<file path="src/source/alu_pkg.sv">
// ALU step package
// Word and slice sizes, microinstruction fields, output select codes,
// and the command and result types shared across the datapath

package alu_pkg;

   localparam int alu_width  = 32;
   localparam int alu_slices = 8;

   // Low fourteen microinstruction bits, msb first
   typedef struct packed {
      logic [1:0] osel_bits;   // 13..12
      logic [3:0] spare;       // 11..8
      logic       mode_n;      // 7
      logic [3:0] fn;          // 6..3, bit 6 doubles as divide first step
      logic       carry_in;    // 2
      logic [1:0] low;         // 1..0
   } ir_low_t;

   typedef enum logic [1:0] {
      osel_alu    = 2'd0,
      osel_left   = 2'd1,
      osel_right  = 2'd2,
      osel_qshift = 2'd3
   } osel_t;

   typedef struct packed {
      logic [alu_width-1:0] a;
      logic [alu_width-1:0] m;
      logic [alu_width-1:0] q;
      ir_low_t              ir;
      logic                 is_alu;
      logic                 is_jump;
      logic                 is_mul;
      logic                 is_div;
   } alu_cmd_t;

   typedef struct packed {
      logic [alu_width-1:0] word;
      logic                 carry_out;
   } alu_res_t;

endpackage

</file>
<file path="src/source/alu_op_if.sv">
// Command channel from the input buffer into the function block
// Source holds cmd and valid, sink pulses take when it latches

`timescale 1ns/1ps
`default_nettype none

interface alu_op_if import alu_pkg::*; ();

   alu_cmd_t cmd;
   logic     valid;
   logic     take;

   // Buffer side
   modport source (
      output cmd,
      output valid,
      input  take
   );

   // Function block side
   modport sink (
      input  cmd,
      input  valid,
      output take
   );

endinterface

`default_nettype wire

</file>
<file path="src/source/alu_cmd_in.sv">
// ALU command input side
// Four-phase req/ack receiver with a one-entry command buffer that
// feeds the function block until the command is taken

`timescale 1ns/1ps
`default_nettype none

module alu_cmd_in import alu_pkg::*; (
   input  logic     clk,
   input  logic     rst,
   input  logic     cmd_req,
   input  alu_cmd_t cmd_data,
   output logic     cmd_ack,
   alu_op_if.source op
);

   // held: request pending, buffer still occupied
   typedef enum logic [1:0] {st_idle, st_held, st_wait_low} hs_state_t;

   hs_state_t state;
   alu_cmd_t  cmd_buf;
   logic      buf_valid;
   logic      capture;

   // Only accept into an empty buffer, never mid-handshake
   assign capture = cmd_req && !buf_valid && (state != st_wait_low);

   always_ff @(posedge clk) begin
      if (rst) begin
         state     <= st_idle;
         buf_valid <= 1'b0;
      end else begin
         case (state)
            st_idle, st_held: begin
               if (capture)
                  state <= st_wait_low;
               else if (cmd_req)
                  state <= st_held;
               else
                  state <= st_idle;
            end
            st_wait_low: begin
               if (!cmd_req)
                  state <= st_idle;
            end
            default: state <= st_idle;
         endcase

         if (capture)
            buf_valid <= 1'b1;
         else if (op.take)
            buf_valid <= 1'b0;
      end
   end

   always_ff @(posedge clk) begin
      if (capture)
         cmd_buf <= cmd_data;
   end

   assign cmd_ack  = (state == st_wait_low);
   assign op.cmd   = cmd_buf;
   assign op.valid = buf_valid;

endmodule

`default_nettype wire

</file>
<file path="src/source/alu_function.sv">
// ALU carry and function control
// Forces add/sub/pass for multiply, divide and jump, drives eight slices
// through a two-level lookahead tree and registers the shaped result

`timescale 1ns/1ps
`default_nettype none

module alu_function import alu_pkg::*; (
   input  logic     clk,
   input  logic     rst,
   alu_op_if.sink   op,
   output alu_res_t res,
   output logic     res_valid,
   input  logic     res_ready
);

   alu_cmd_t             cmd;
   logic                 div_pos_last, div_add_cond, div_sub_cond, mul_nop;
   logic                 alu_add, alu_sub;
   logic [3:0]           alu_fn;
   logic                 alu_mode, cin0;
   logic [alu_width-1:0] sum, word;
   logic [alu_slices-1:0] sx, sy, scin;
   logic [2:0]           lo_cout_n, hi_cout_n, top_cout_n;
   logic                 xx0, yy0, xx1, yy1;
   logic                 carry_out;
   osel_t                osel;

   assign cmd = op.cmd;

   ////////////////////////////////////////////////////////////////////////////
   // Function forcing

   assign div_pos_last = cmd.q[0] | cmd.ir.fn[3];
   assign div_add_cond = cmd.is_div & (cmd.ir.fn[2] | ~div_pos_last);
   assign div_sub_cond = cmd.is_div & div_pos_last;
   assign mul_nop      = cmd.is_mul & ~cmd.q[0];

   assign alu_add = (div_add_cond & ~cmd.a[alu_width-1]) | (div_sub_cond & cmd.a[alu_width-1])
                  | cmd.is_mul;
   assign alu_sub = mul_nop | (div_sub_cond & ~cmd.a[alu_width-1])
                  | (div_add_cond & cmd.a[alu_width-1]) | cmd.is_jump;

   // Both forced means pass A
   always_comb begin
      case ({alu_sub, alu_add})
         2'b00:   {alu_fn, alu_mode, cin0} = {cmd.ir.fn[0], cmd.ir.fn[1], ~cmd.ir.fn[3],
                                              ~cmd.ir.fn[2], ~cmd.ir.mode_n, cmd.ir.carry_in};
         2'b01:   {alu_fn, alu_mode, cin0} = {4'b1001, 1'b0, 1'b0};
         2'b10:   {alu_fn, alu_mode, cin0} = {4'b0110, 1'b0, ~cmd.is_jump};
         default: {alu_fn, alu_mode, cin0} = {4'b1111, 1'b1, 1'b1};
      endcase
   end

   ////////////////////////////////////////////////////////////////////////////
   // Slices and lookahead tree

   for (genvar i = 0; i < alu_slices; i++) begin : g_slice
      alu_slice u_slice (
         .a(cmd.a[4*i +: 4]), .b(cmd.m[4*i +: 4]), .s(alu_fn), .mode(alu_mode),
         .cin(scin[i]), .f(sum[4*i +: 4]), .x(sx[i]), .y(sy[i])
      );
   end

   carry_lookahead u_cla_lo (.x(sx[3:0]), .y(sy[3:0]), .cin_n(~cin0),
                             .cout_n(lo_cout_n), .xout(xx0), .yout(yy0));
   carry_lookahead u_cla_hi (.x(sx[7:4]), .y(sy[7:4]), .cin_n(top_cout_n[0]),
                             .cout_n(hi_cout_n), .xout(xx1), .yout(yy1));
   carry_lookahead u_cla_top (.x({2'b00, xx1, xx0}), .y({2'b00, yy1, yy0}), .cin_n(~cin0),
                              .cout_n(top_cout_n), .xout(), .yout());

   assign scin      = {~hi_cout_n, ~top_cout_n[0], ~lo_cout_n, cin0};
   assign carry_out = ~top_cout_n[1];

   // Output select, plain sum unless this is an ALU instruction
   assign osel = cmd.is_alu ? osel_t'(cmd.ir.osel_bits) : osel_alu;

   always_comb begin
      case (osel)
         osel_left:   word = {sum[alu_width-2:0], 1'b0};
         osel_right:  word = {carry_out, sum[alu_width-1:1]};
         osel_qshift: word = {sum[0], cmd.q[alu_width-1:1]};
         default:     word = sum;
      endcase
   end

   assign op.take = op.valid & (~res_valid | res_ready);

   always_ff @(posedge clk) begin
      if (rst)
         res_valid <= 1'b0;
      else if (op.take)
         res_valid <= 1'b1;
      else if (res_ready)
         res_valid <= 1'b0;
   end

   always_ff @(posedge clk) begin
      if (op.take)
         res <= '{word: word, carry_out: carry_out};
   end

endmodule

`default_nettype wire

</file>
<file path="src/source/alu_result_out.sv">
// ALU result output side
// Holds one result and offers it by four-phase req/ack

`timescale 1ns/1ps
`default_nettype none

module alu_result_out import alu_pkg::*; (
   input  logic                 clk,
   input  logic                 rst,
   input  alu_res_t             res,
   input  logic                 res_valid,
   output logic                 res_ready,
   output logic                 res_req,
   input  logic                 res_ack,
   output logic [alu_width-1:0] res_word,
   output logic                 res_carry
);

   typedef enum logic [1:0] {st_empty, st_req, st_wait_low} out_state_t;

   out_state_t state;
   logic       accept;

   assign accept = res_valid && (state == st_empty);

   always_ff @(posedge clk) begin
      if (rst) begin
         state <= st_empty;
      end else begin
         case (state)
            st_empty:    if (accept) state <= st_req;
            st_req:      if (res_ack) state <= st_wait_low;
            st_wait_low: if (!res_ack) state <= st_empty;
            default:     state <= st_empty;
         endcase
      end
   end

   // Result register
   always_ff @(posedge clk) begin
      if (accept) begin
         res_word  <= res.word;
         res_carry <= res.carry_out;
      end
   end

   assign res_ready = (state == st_empty);
   assign res_req   = (state == st_req);

endmodule

`default_nettype wire

</file>
<file path="src/source/alu_slice.sv">
// 4-bit ALU slice, 74181 function table with active-high data
// Logic functions when mode is high, arithmetic with carry-in otherwise,
// plus group propagate (x) and generate (y) for the lookahead tree

`timescale 1ns/1ps
`default_nettype none

module alu_slice (
   input  logic [3:0] a,
   input  logic [3:0] b,
   input  logic [3:0] s,
   input  logic       mode,
   input  logic       cin,
   output logic [3:0] f,
   output logic       x,
   output logic       y
);

   logic [3:0] pt;
   logic [3:0] gt;
   logic [3:0] c;

   // First gate level of the 74181, selected by s
   // Arithmetic result is pt plus gt plus cin, and gt is a subset of pt
   assign pt = a | (b & {4{s[0]}}) | (~b & {4{s[1]}});
   assign gt = (a & ~b & {4{s[2]}}) | (a & b & {4{s[3]}});

   // Internal carries, unused in logic mode
   always_comb begin
      c[0] = cin;
      for (int i = 0; i < 3; i++) begin
         c[i+1] = gt[i] | (pt[i] & c[i]);
      end
   end

   // Logic mode behaves as if every internal carry were forced
   assign f = mode ? ~(pt ^ gt) : (pt ^ gt ^ c);

   // Group terms
   assign x = &pt;
   assign y = gt[3]
            | (pt[3] & gt[2])
            | (pt[3] & pt[2] & gt[1])
            | (pt[3] & pt[2] & pt[1] & gt[0]);

endmodule

`default_nettype wire

</file>
<file path="src/source/alu_step_top.sv">
// ALU step top level
// Input buffer, function block and output register on plain handshake ports

`timescale 1ns/1ps
`default_nettype none

module alu_step_top import alu_pkg::*; (
   input  logic                 clk,
   input  logic                 rst,
   input  logic                 cmd_req,
   input  logic [alu_width-1:0] cmd_a,
   input  logic [alu_width-1:0] cmd_m,
   input  logic [alu_width-1:0] cmd_q,
   input  logic [13:0]          cmd_ir,
   input  logic                 cmd_is_alu,
   input  logic                 cmd_is_jump,
   input  logic                 cmd_is_mul,
   input  logic                 cmd_is_div,
   output logic                 cmd_ack,
   output logic                 res_req,
   input  logic                 res_ack,
   output logic [alu_width-1:0] res_word,
   output logic                 res_carry
);

   alu_cmd_t cmd_data;
   alu_res_t res;
   logic     res_valid;
   logic     res_ready;

   alu_op_if op_if ();

   assign cmd_data.a       = cmd_a;
   assign cmd_data.m       = cmd_m;
   assign cmd_data.q       = cmd_q;
   assign cmd_data.ir      = ir_low_t'(cmd_ir);
   assign cmd_data.is_alu  = cmd_is_alu;
   assign cmd_data.is_jump = cmd_is_jump;
   assign cmd_data.is_mul  = cmd_is_mul;
   assign cmd_data.is_div  = cmd_is_div;

   alu_cmd_in u_cmd_in (
      .clk(clk), .rst(rst), .cmd_req(cmd_req), .cmd_data(cmd_data),
      .cmd_ack(cmd_ack), .op(op_if)
   );

   alu_function u_function (
      .clk(clk), .rst(rst), .op(op_if),
      .res(res), .res_valid(res_valid), .res_ready(res_ready)
   );

   alu_result_out u_result_out (
      .clk(clk), .rst(rst), .res(res), .res_valid(res_valid), .res_ready(res_ready),
      .res_req(res_req), .res_ack(res_ack), .res_word(res_word), .res_carry(res_carry)
   );

endmodule

`default_nettype wire

</file>
<file path="src/source/carry_lookahead.sv">
// 74182-style carry lookahead for four groups
// Inverted carries into the next three groups and group X/Y upward

`timescale 1ns/1ps
`default_nettype none

module carry_lookahead (
   input  logic [3:0] x,
   input  logic [3:0] y,
   input  logic       cin_n,
   output logic [2:0] cout_n,
   output logic       xout,
   output logic       yout
);

   logic c;

   assign c = ~cin_n;

   assign cout_n[0] = ~(y[0] | (x[0] & c));
   assign cout_n[1] = ~(y[1] | (x[1] & y[0]) | (x[1] & x[0] & c));
   assign cout_n[2] = ~(y[2] | (x[2] & y[1]) | (x[2] & x[1] & y[0])
                      | (x[2] & x[1] & x[0] & c));

   assign xout = &x;
   assign yout = y[3]
               | (x[3] & y[2])
               | (x[3] & x[2] & y[1])
               | (x[3] & x[2] & x[1] & y[0]);

endmodule

`default_nettype wire

</file>
<file path="config.mk">
export PLATFORM = sky130hd
export DESIGN_NAME = alu_step_top
export DESIGN_NICKNAME = d
export VERILOG_FILES = /design/src/source/alu_pkg.sv /design/src/source/alu_op_if.sv /design/src/source/alu_cmd_in.sv /design/src/source/alu_function.sv /design/src/source/alu_result_out.sv /design/src/source/alu_slice.sv /design/src/source/alu_step_top.sv /design/src/source/carry_lookahead.sv
export SDC_FILE = /design/constraint.sdc
export NUM_CORES = 1
export LEC_CHECK = 0
export ABC_AREA = 0
export BUFFER_PORTS_ARGS = -buffer_cell sky130_fd_sc_hd__buf_2
export CAP_MARGIN = 20
export CORE_MARGIN = 4
export CORE_UTILIZATION = 48
export DETAILED_ROUTE_END_ITERATION = 7
export GPL_TIMING_DRIVEN = 0
export HOLD_SLACK_MARGIN = 0.12
export PLACE_DENSITY = 0.72
export SYNTH_ARGS = -nofsm -noshare
export SYNTH_HDL_FRONTEND = slang
export SYNTH_SLANG_ARGS = --single-unit
</file>
<file path="constraint.sdc">
create_clock -name clk -period 8.05 [get_ports clk]
set_input_delay 0.4025 -clock clk [delete_from_list [all_inputs] [get_ports clk]]
set_output_delay 0.4025 -clock clk [all_outputs]
set_load 0.02 [all_outputs]
</file>
==> Yosys cells after proc, flatten, opt, wreduce, memory -nomap -nowiden <==
Cells that the tools add are included.
{ "op_classes": {"reduce_logical": 22, "n_mux": 25, "n_eq_ne": 14, "bitwise": 301} }
{ "ops": {"columns": ["cell", "n"], "rows": [
  ["$and 4x4->4", 48],
  ["$and 1x1->1", 104],
  ["$or 4x4->4", 24],
  ["$pmux 32 s3", 1],
  ["$or 1x1->1", 77],
  ["$not 4->4", 16],
  ["$xor 4x4->4", 16],
  ["$mux 4", 8],
  ["$reduce_and 16->1", 2],
  ["$reduce_and 4->1", 8],
  ["$not 1->1", 14],
  ["$mux 2", 6],
  ["$pmux 4 s3", 1],
  ["$eq 2x2->1 const B", 5],
  ["$eq 2x1->1 const B", 4],
  ["$logic_not 2->1", 3],
  ["$ne 2x2->1 const B", 3],
  ["$not 3->3", 2],
  ["$pmux 2 s3", 1],
  ["$mux 1", 5],
  ["$ne 2x1->1 const B", 2],
  ["$pmux 2 s2", 1],
  ["$reduce_bool 2->1", 2],
  ["$reduce_or 2->1", 2],
  ["other kinds (5)", 7]
]} }
{ "totals": {"regBits": 180, "output_inout_bits": 35, "inputBits": 118, "word_cells": 381} }

==> Depth between registers and ports, before layout <==
{ "logic_depth": {"ltp_word": 34, "depth_mapped": 17, "ltp_nobuf": 14} }

==> Cells and area by module <==
From an unflattened synthesis, not the netlist that was laid out.
{ "hier_totals": {"cells_unflattened": 808, "hier_area_um2": 9730.6} }
{ "by_module_without_submodules": {"columns": ["mod", "cells_each", "area_each_um2", "n_inst", "seq_area_each_um2"], "rows": [
  ["alu_cmd_in", 127, 3549.7, 1, 3483.3],
  ["alu_slice", 45, 339.1, 8, 0.0],
  ["alu_function", 246, 2207.1, 1, 1011.0],
  ["alu_result_out", 42, 1077.3, 1, 1031.0],
  ["carry_lookahead", 11, 61.3, 3, 0.0]
]} }

==> Worst setup path after synthesis <==
OpenSTA, ideal clock, no wires.
{ "synth_timing": {"kind": "register to register", "startpoint": "reg u_cmd_in.state[1]", "endpoint": "reg u_cmd_in.cmd_buf (netlist bit u_cmd_in.op.cmd[0]) (enable)", "setup_time_ns": 0.709, "arrival_time_ns": 7.869, "stages_incl_launch_ff": 3, "n_path_buf": 0, "period_less_slack_ns": 8.578, "slack_ns": -0.528, "required_time_ns": 7.341, "path_cell_list": "dfxtp_1 -> nor2b_1 -> nor3_1"} }
{ "synth_between": {"elab_chain_cells": 2} }
{ "synth_lines": {"columns": ["element", "line", "text"], "rows": [
  ["from (decl)", "alu_cmd_in.sv:20", "hs_state_t state;"],
  ["from (signal assigned)", "alu_cmd_in.sv:30", "state <= st_idle;"],
  ["from (signal assigned)", "alu_cmd_in.sv:36", "state <= st_wait_low;"],
  ["from (signal assigned)", "alu_cmd_in.sv:38", "state <= st_held;"],
  ["$ne 2x2->1", "alu_cmd_in.sv:26", "assign capture = cmd_req && !buf_valid && (state != st_wait_low);"],
  ["$logic_and 1x1->1", "alu_cmd_in.sv:26", null],
  ["via u_cmd_in.capture", "alu_cmd_in.sv:23", "logic capture;"],
  ["to (signal assigned)", "alu_cmd_in.sv:58", "cmd_buf <= cmd_data;"],
  ["to (decl)", "alu_cmd_in.sv:21", "alu_cmd_t cmd_buf;"]
]} }
The timed path passes the listed nets, and every way through them passes these cells.
A chain may end at the register's enable or synchronous reset.

==> Worst setup path after layout <==
{ "layout_timing": {"startpoint": "reg u_cmd_in.cmd_buf (netlist bit u_cmd_in.op.cmd[10])", "endpoint": "reg u_function.res[32] (netlist name)"} }
{ "layout_between": {"elab_chain_cells": 34, "elab_cells_between_ends": 199, "classes_between": "2 x eq/ne; 6 x mux; 180 x bitwise; 11 x reduce/logical"} }
{ "layout_lines": {"columns": ["element", "line", "text"], "rows": [
  ["$or 1x1->1", "alu_function.sv:34", "assign div_pos_last = cmd.q[0] | cmd.ir.fn[3];"],
  ["$not 1->1", "alu_function.sv:35", "assign div_add_cond = cmd.is_div & (cmd.ir.fn[2] | ~div_pos_last);"],
  ["$or 1x1->1", "alu_function.sv:35", null],
  ["$and 1x1->1", "alu_function.sv:35", null],
  ["$and 1x1->1, on equally long branches", "alu_function.sv:39, alu_function.sv:42", null],
  ["$or 1x1->1, on equally long branches", "alu_function.sv:39, alu_function.sv:42", null],
  ["$or 1x1->1, on equally long branches", "alu_function.sv:40, alu_function.sv:42", null],
  ["$eq 2x2->1, or another cell as far along", "alu_function.sv:46", "case ({alu_sub, alu_add})"],
  ["(+19 left out)", null, null],
  ["$and 1x1->1", "alu_slice.sv:32", "c[i+1] = gt[i] | (pt[i] & c[i]);"],
  ["$or 1x1->1", "alu_slice.sv:32", null],
  ["$and 1x1->1", "alu_slice.sv:32", null],
  ["$or 1x1->1", "alu_slice.sv:32", null],
  ["$xor 4x4->4", "alu_slice.sv:37", "assign f = mode ? ~(pt ^ gt) : (pt ^ gt ^ c);"],
  ["$mux 4", "alu_slice.sv:37", null],
  ["$pmux 32 s3 (*)", "alu_function.sv:79", "case (osel)"],
  ["via u_function.word[31]", "alu_function.sv:22", "logic [alu_width-1:0] sum, word;"]
]} }
Mark *: on every way through the listed nets, which the timed path passes. The rest lies on a longest branch.

==> key figures <==
Worst setup path
  – CP most frequent cell: a211oi_1
  – FF-to-FF setup slack: 3.06 ns
  – Critical Path Sink Type: flop
  – WP data arrival: 5.17 ns
  – Reg2reg path depth: 15
  – Buffer and inverter count on the worst path: 1
  – Crit path max-delay family: compound AO/OA/AOI/OAI gates
  – CP max stage cell: a211oi_1
  – Kind of critical path: reg -> reg
  – Worst-path cell chain: or4b_1 -> and4b_1 -> buf_2 -> a2111oi_0 -> a311oi_1 -> a211oi_1 -> o211ai_1 -> a211oi_1 -> nand3_1 -> o211ai_2 -> nand2_2 -> a21oi_1 -> xnor2_1 -> nor2_1 -> o32a_1
  – Critical path data required time: 8.23 ns
  – Path length in cells of the critical path: 15
  – CP Launch Type: flop
  – Largest stage delay, worst path: 0.61 ns
  – CP max FO: 10

Detailed routing
  – DR vias/cell: 5.831
  – Detailed Route Iter0 Violations: 802
  – Total wire length: 24750 µm
  – Wire length per cell: 19.23 µm
  – Final ANT Viol Nets: 0
  – Routed via count: 7505
  – DRC: 0
  – Pre-antenna DRT Iters: 5

Global routing
  – Largest net degree at the start of global routing: 34
  – Vias in the first global route: 7068
  – First-pass GRT wire length: 38710 µm
  – Global route overflow: 0
  – Total global routing track utilization: 22.83%
  – Initial antenna violation count: 0

Finish
  – Multi-input gate area: 3608 µm²
  – Non-Filler Cell Area, Final: 11130 µm²
  – Commonest non-fill, non-tap cell in the layout: edfxtp_1
  – Reg area: 5345 µm²
  – Share of layout cells above drive strength 1: 20.84%
  – Final net count: 1132
  – Antenna Cells: 0
  – Area grow syn2layout: 20.60%
  – Fill cells: 1564
  – Most frequent cells in the layout: 174 x edfxtp_1, 155 x buf_2, 87 x nor2_1

Logic synthesis
  – Mapped Area: 9226 µm²
  – Synth top area share: 56.63%
  – Seq/Total Area, Yosys: 57.93%
  – Yosys top cell by area: edfxtp_1
  – Syn Area/Cell: 11.12 µm²
  – Post-synth top flop: edfxtp_1
  – Post-Synthesis Cells: 830
  – Yosys Warn Count: 0
  – Ys async rst share: 0%
  – FF+latch count, synth: 180
  – Post-synth cell types: 73
  – Syn nets: 948
  – Synth top area cells: edfxtp_1 57%, nor2_1 3.5%, a21oi_1 2.9%
  – Post-synth EDFFs: 174

STA
  – RSZ-0062 raised after global routing: false
  – Final setup violation count: 0
  – Final Max Slew Viols: 0
  – Relative slew slack: 29.24%
  – Worst-Margin Slew: 1.052 ns
  – Fmax: 0.2005 GHz
  – Fin Setup TNS: 0 ns
  – Fin Hold WS: 0.1398 ns
  – Final worst-path cycle share: 61.97%
  – Fin Clk Skew: 0.007948 ns
  – Fin crit period: 4.989 ns
  – Final hold vios: 0

Clocking
  – H-tree depth: 4
  – Root Driver: clkbuf_16
  – # hold bufs at CTS: 2
  – Worst-path clk slew: 0.07 ns
  – CTS tree: yes
  – Clk sink count: 180
  – # Post-CTS Setup Buffers: 0
  – Post-CTS sizing: 0
  – Clock Latency Late Sink: 0.43 ns
  – Max Root-Sink Buffers: 2
  – Inserted Clock Buffers: 17

Power
  – Peak VDD IR: 0.2021 mV
  – Total power: 0.002391 W
  – Leakage: 4.056 nW
  – Total power density per cell area: 214.9 nW/µm²

Placement
  – Port Buffers: 146
  – Placed Area: 10440 µm²
  – Detailed placement HPWL: 18700 µm
  – Gpl congestion: 0.9370

Run status
  – Status: completed

Floorplan
  – Starting Density: 49.00%
  – Die W: 146.6 µm
  – I/O pin count: 153
  – Die area: 21500 µm²
  – FP Rows: 50
  – Core footprint: 18830 µm²
  – Die Ht: 146.6 µm

Hold path
  – Hold Path Cell Cnt: 1
  – Worst Hold Class: in -> reg

Job
  – Max Cap Viol: 0
[synthesized netlist by cell type, drive strengths merged (7+ instances only)]
library cell	count
nand3	15
a31oi	17
inv	30
a2111oi	23
o21ai	50
nor3	18
a21oi	54
a311oi	13
o221ai	12
xor2	16
edfxtp	174
and3	7
clkbuf	35
o211ai	11
nor2	87
o22ai	17
a221oi	7
nor2b	16
nand2	61
xnor2	16
a22oi	13
buf	10
nand2b	10
o21a	8
a211oi	17
[where the power goes]
group          switching, W  internal (W)  leakage, nW
logic              0.000297      0.000170         2.10
clock network      0.000378      0.000410        0.275
registers         0.0000345       0.00110         1.68
[per-layer routing]
layer  global-route usage (%)  vias to the layer above  wire [µm]
li1                         -                     3620          -
met1                    31.86                     3499      11030
met2                    35.31                      338      11400
met3                    4.314                       48       1641
met4                    9.313                        0        679
met5                        0                        -          0
[per-stage QoR]
step | cells | utilization [%] | setup slack [ns]
3_5_place_dp | 1243 | 55.45 | 3.141
5_1_grt | 1287 | 59.09 | 2.710
3_3_place_gp | 1236 | 54.63 | 1.165
2_1_floorplan | 830 | - | 2.802
6_report | 1287 | 59.09 | 3.061
4_1_cts | 1277 | 58.57 | 3.138
[kinds of logic (layout without fill, tap and decap cells)]
logic type / count (synthesis) / in the layout / synth area share (%)
AO/OA/AOI/OAI: 293 / 293 / 22.15
XOR/XNOR: 32 / 32 / 3.038
buffers and inverters: 75 / 272 / 3.214
flip-flops: 180 / 180 / 57.93
multiplexers: 9 / 9 / 1.139
AND/OR/NAND/NOR: 241 / 241 / 12.53
[worst paths after layout]
kind | start | end
setup reg to reg | u_cmd_in.op.cmd[10]$_DFFE_PP_ | u_function.res[32]$_DFFE_PP_
setup / recovery | u_cmd_in.op.cmd[10]$_DFFE_PP_ | u_function.res[32]$_DFFE_PP_
hold / removal | cmd_m[10] | u_cmd_in.op.cmd[60]$_DFFE_PP_
hold reg to reg | u_function.res[14]$_DFFE_PP_ | u_result_out.res_word[13]$_DFFE_PP_
[sequential cells by signal (all words and copies together) (netlist names)]
| register | cells |
|---|---|
| u_cmd_in.state | 2 |
| u_cmd_in.op.valid | 1 |
| u_function.res_valid | 1 |
| u_cmd_in.op.cmd | 108 |
| u_result_out.state | 2 |
| u_result_out.res_carry | 1 |
| u_result_out.res_word | 32 |
| u_function.res | 33 |
[final cells by class]
cell class / instances / area share (%)
flip-flops and latches: 180 / 48.04
multi-input cells: 575 / 32.43
repair buffers: 165 / 8.838
clock buffers: 17 / 3.823
well taps: 260 / 2.924
plain buffers: 45 / 1.653
clock inverters: 15 / 1.282
inverters: 30 / 1.012
No activity file was read; power rests on OpenSTA's default activity.
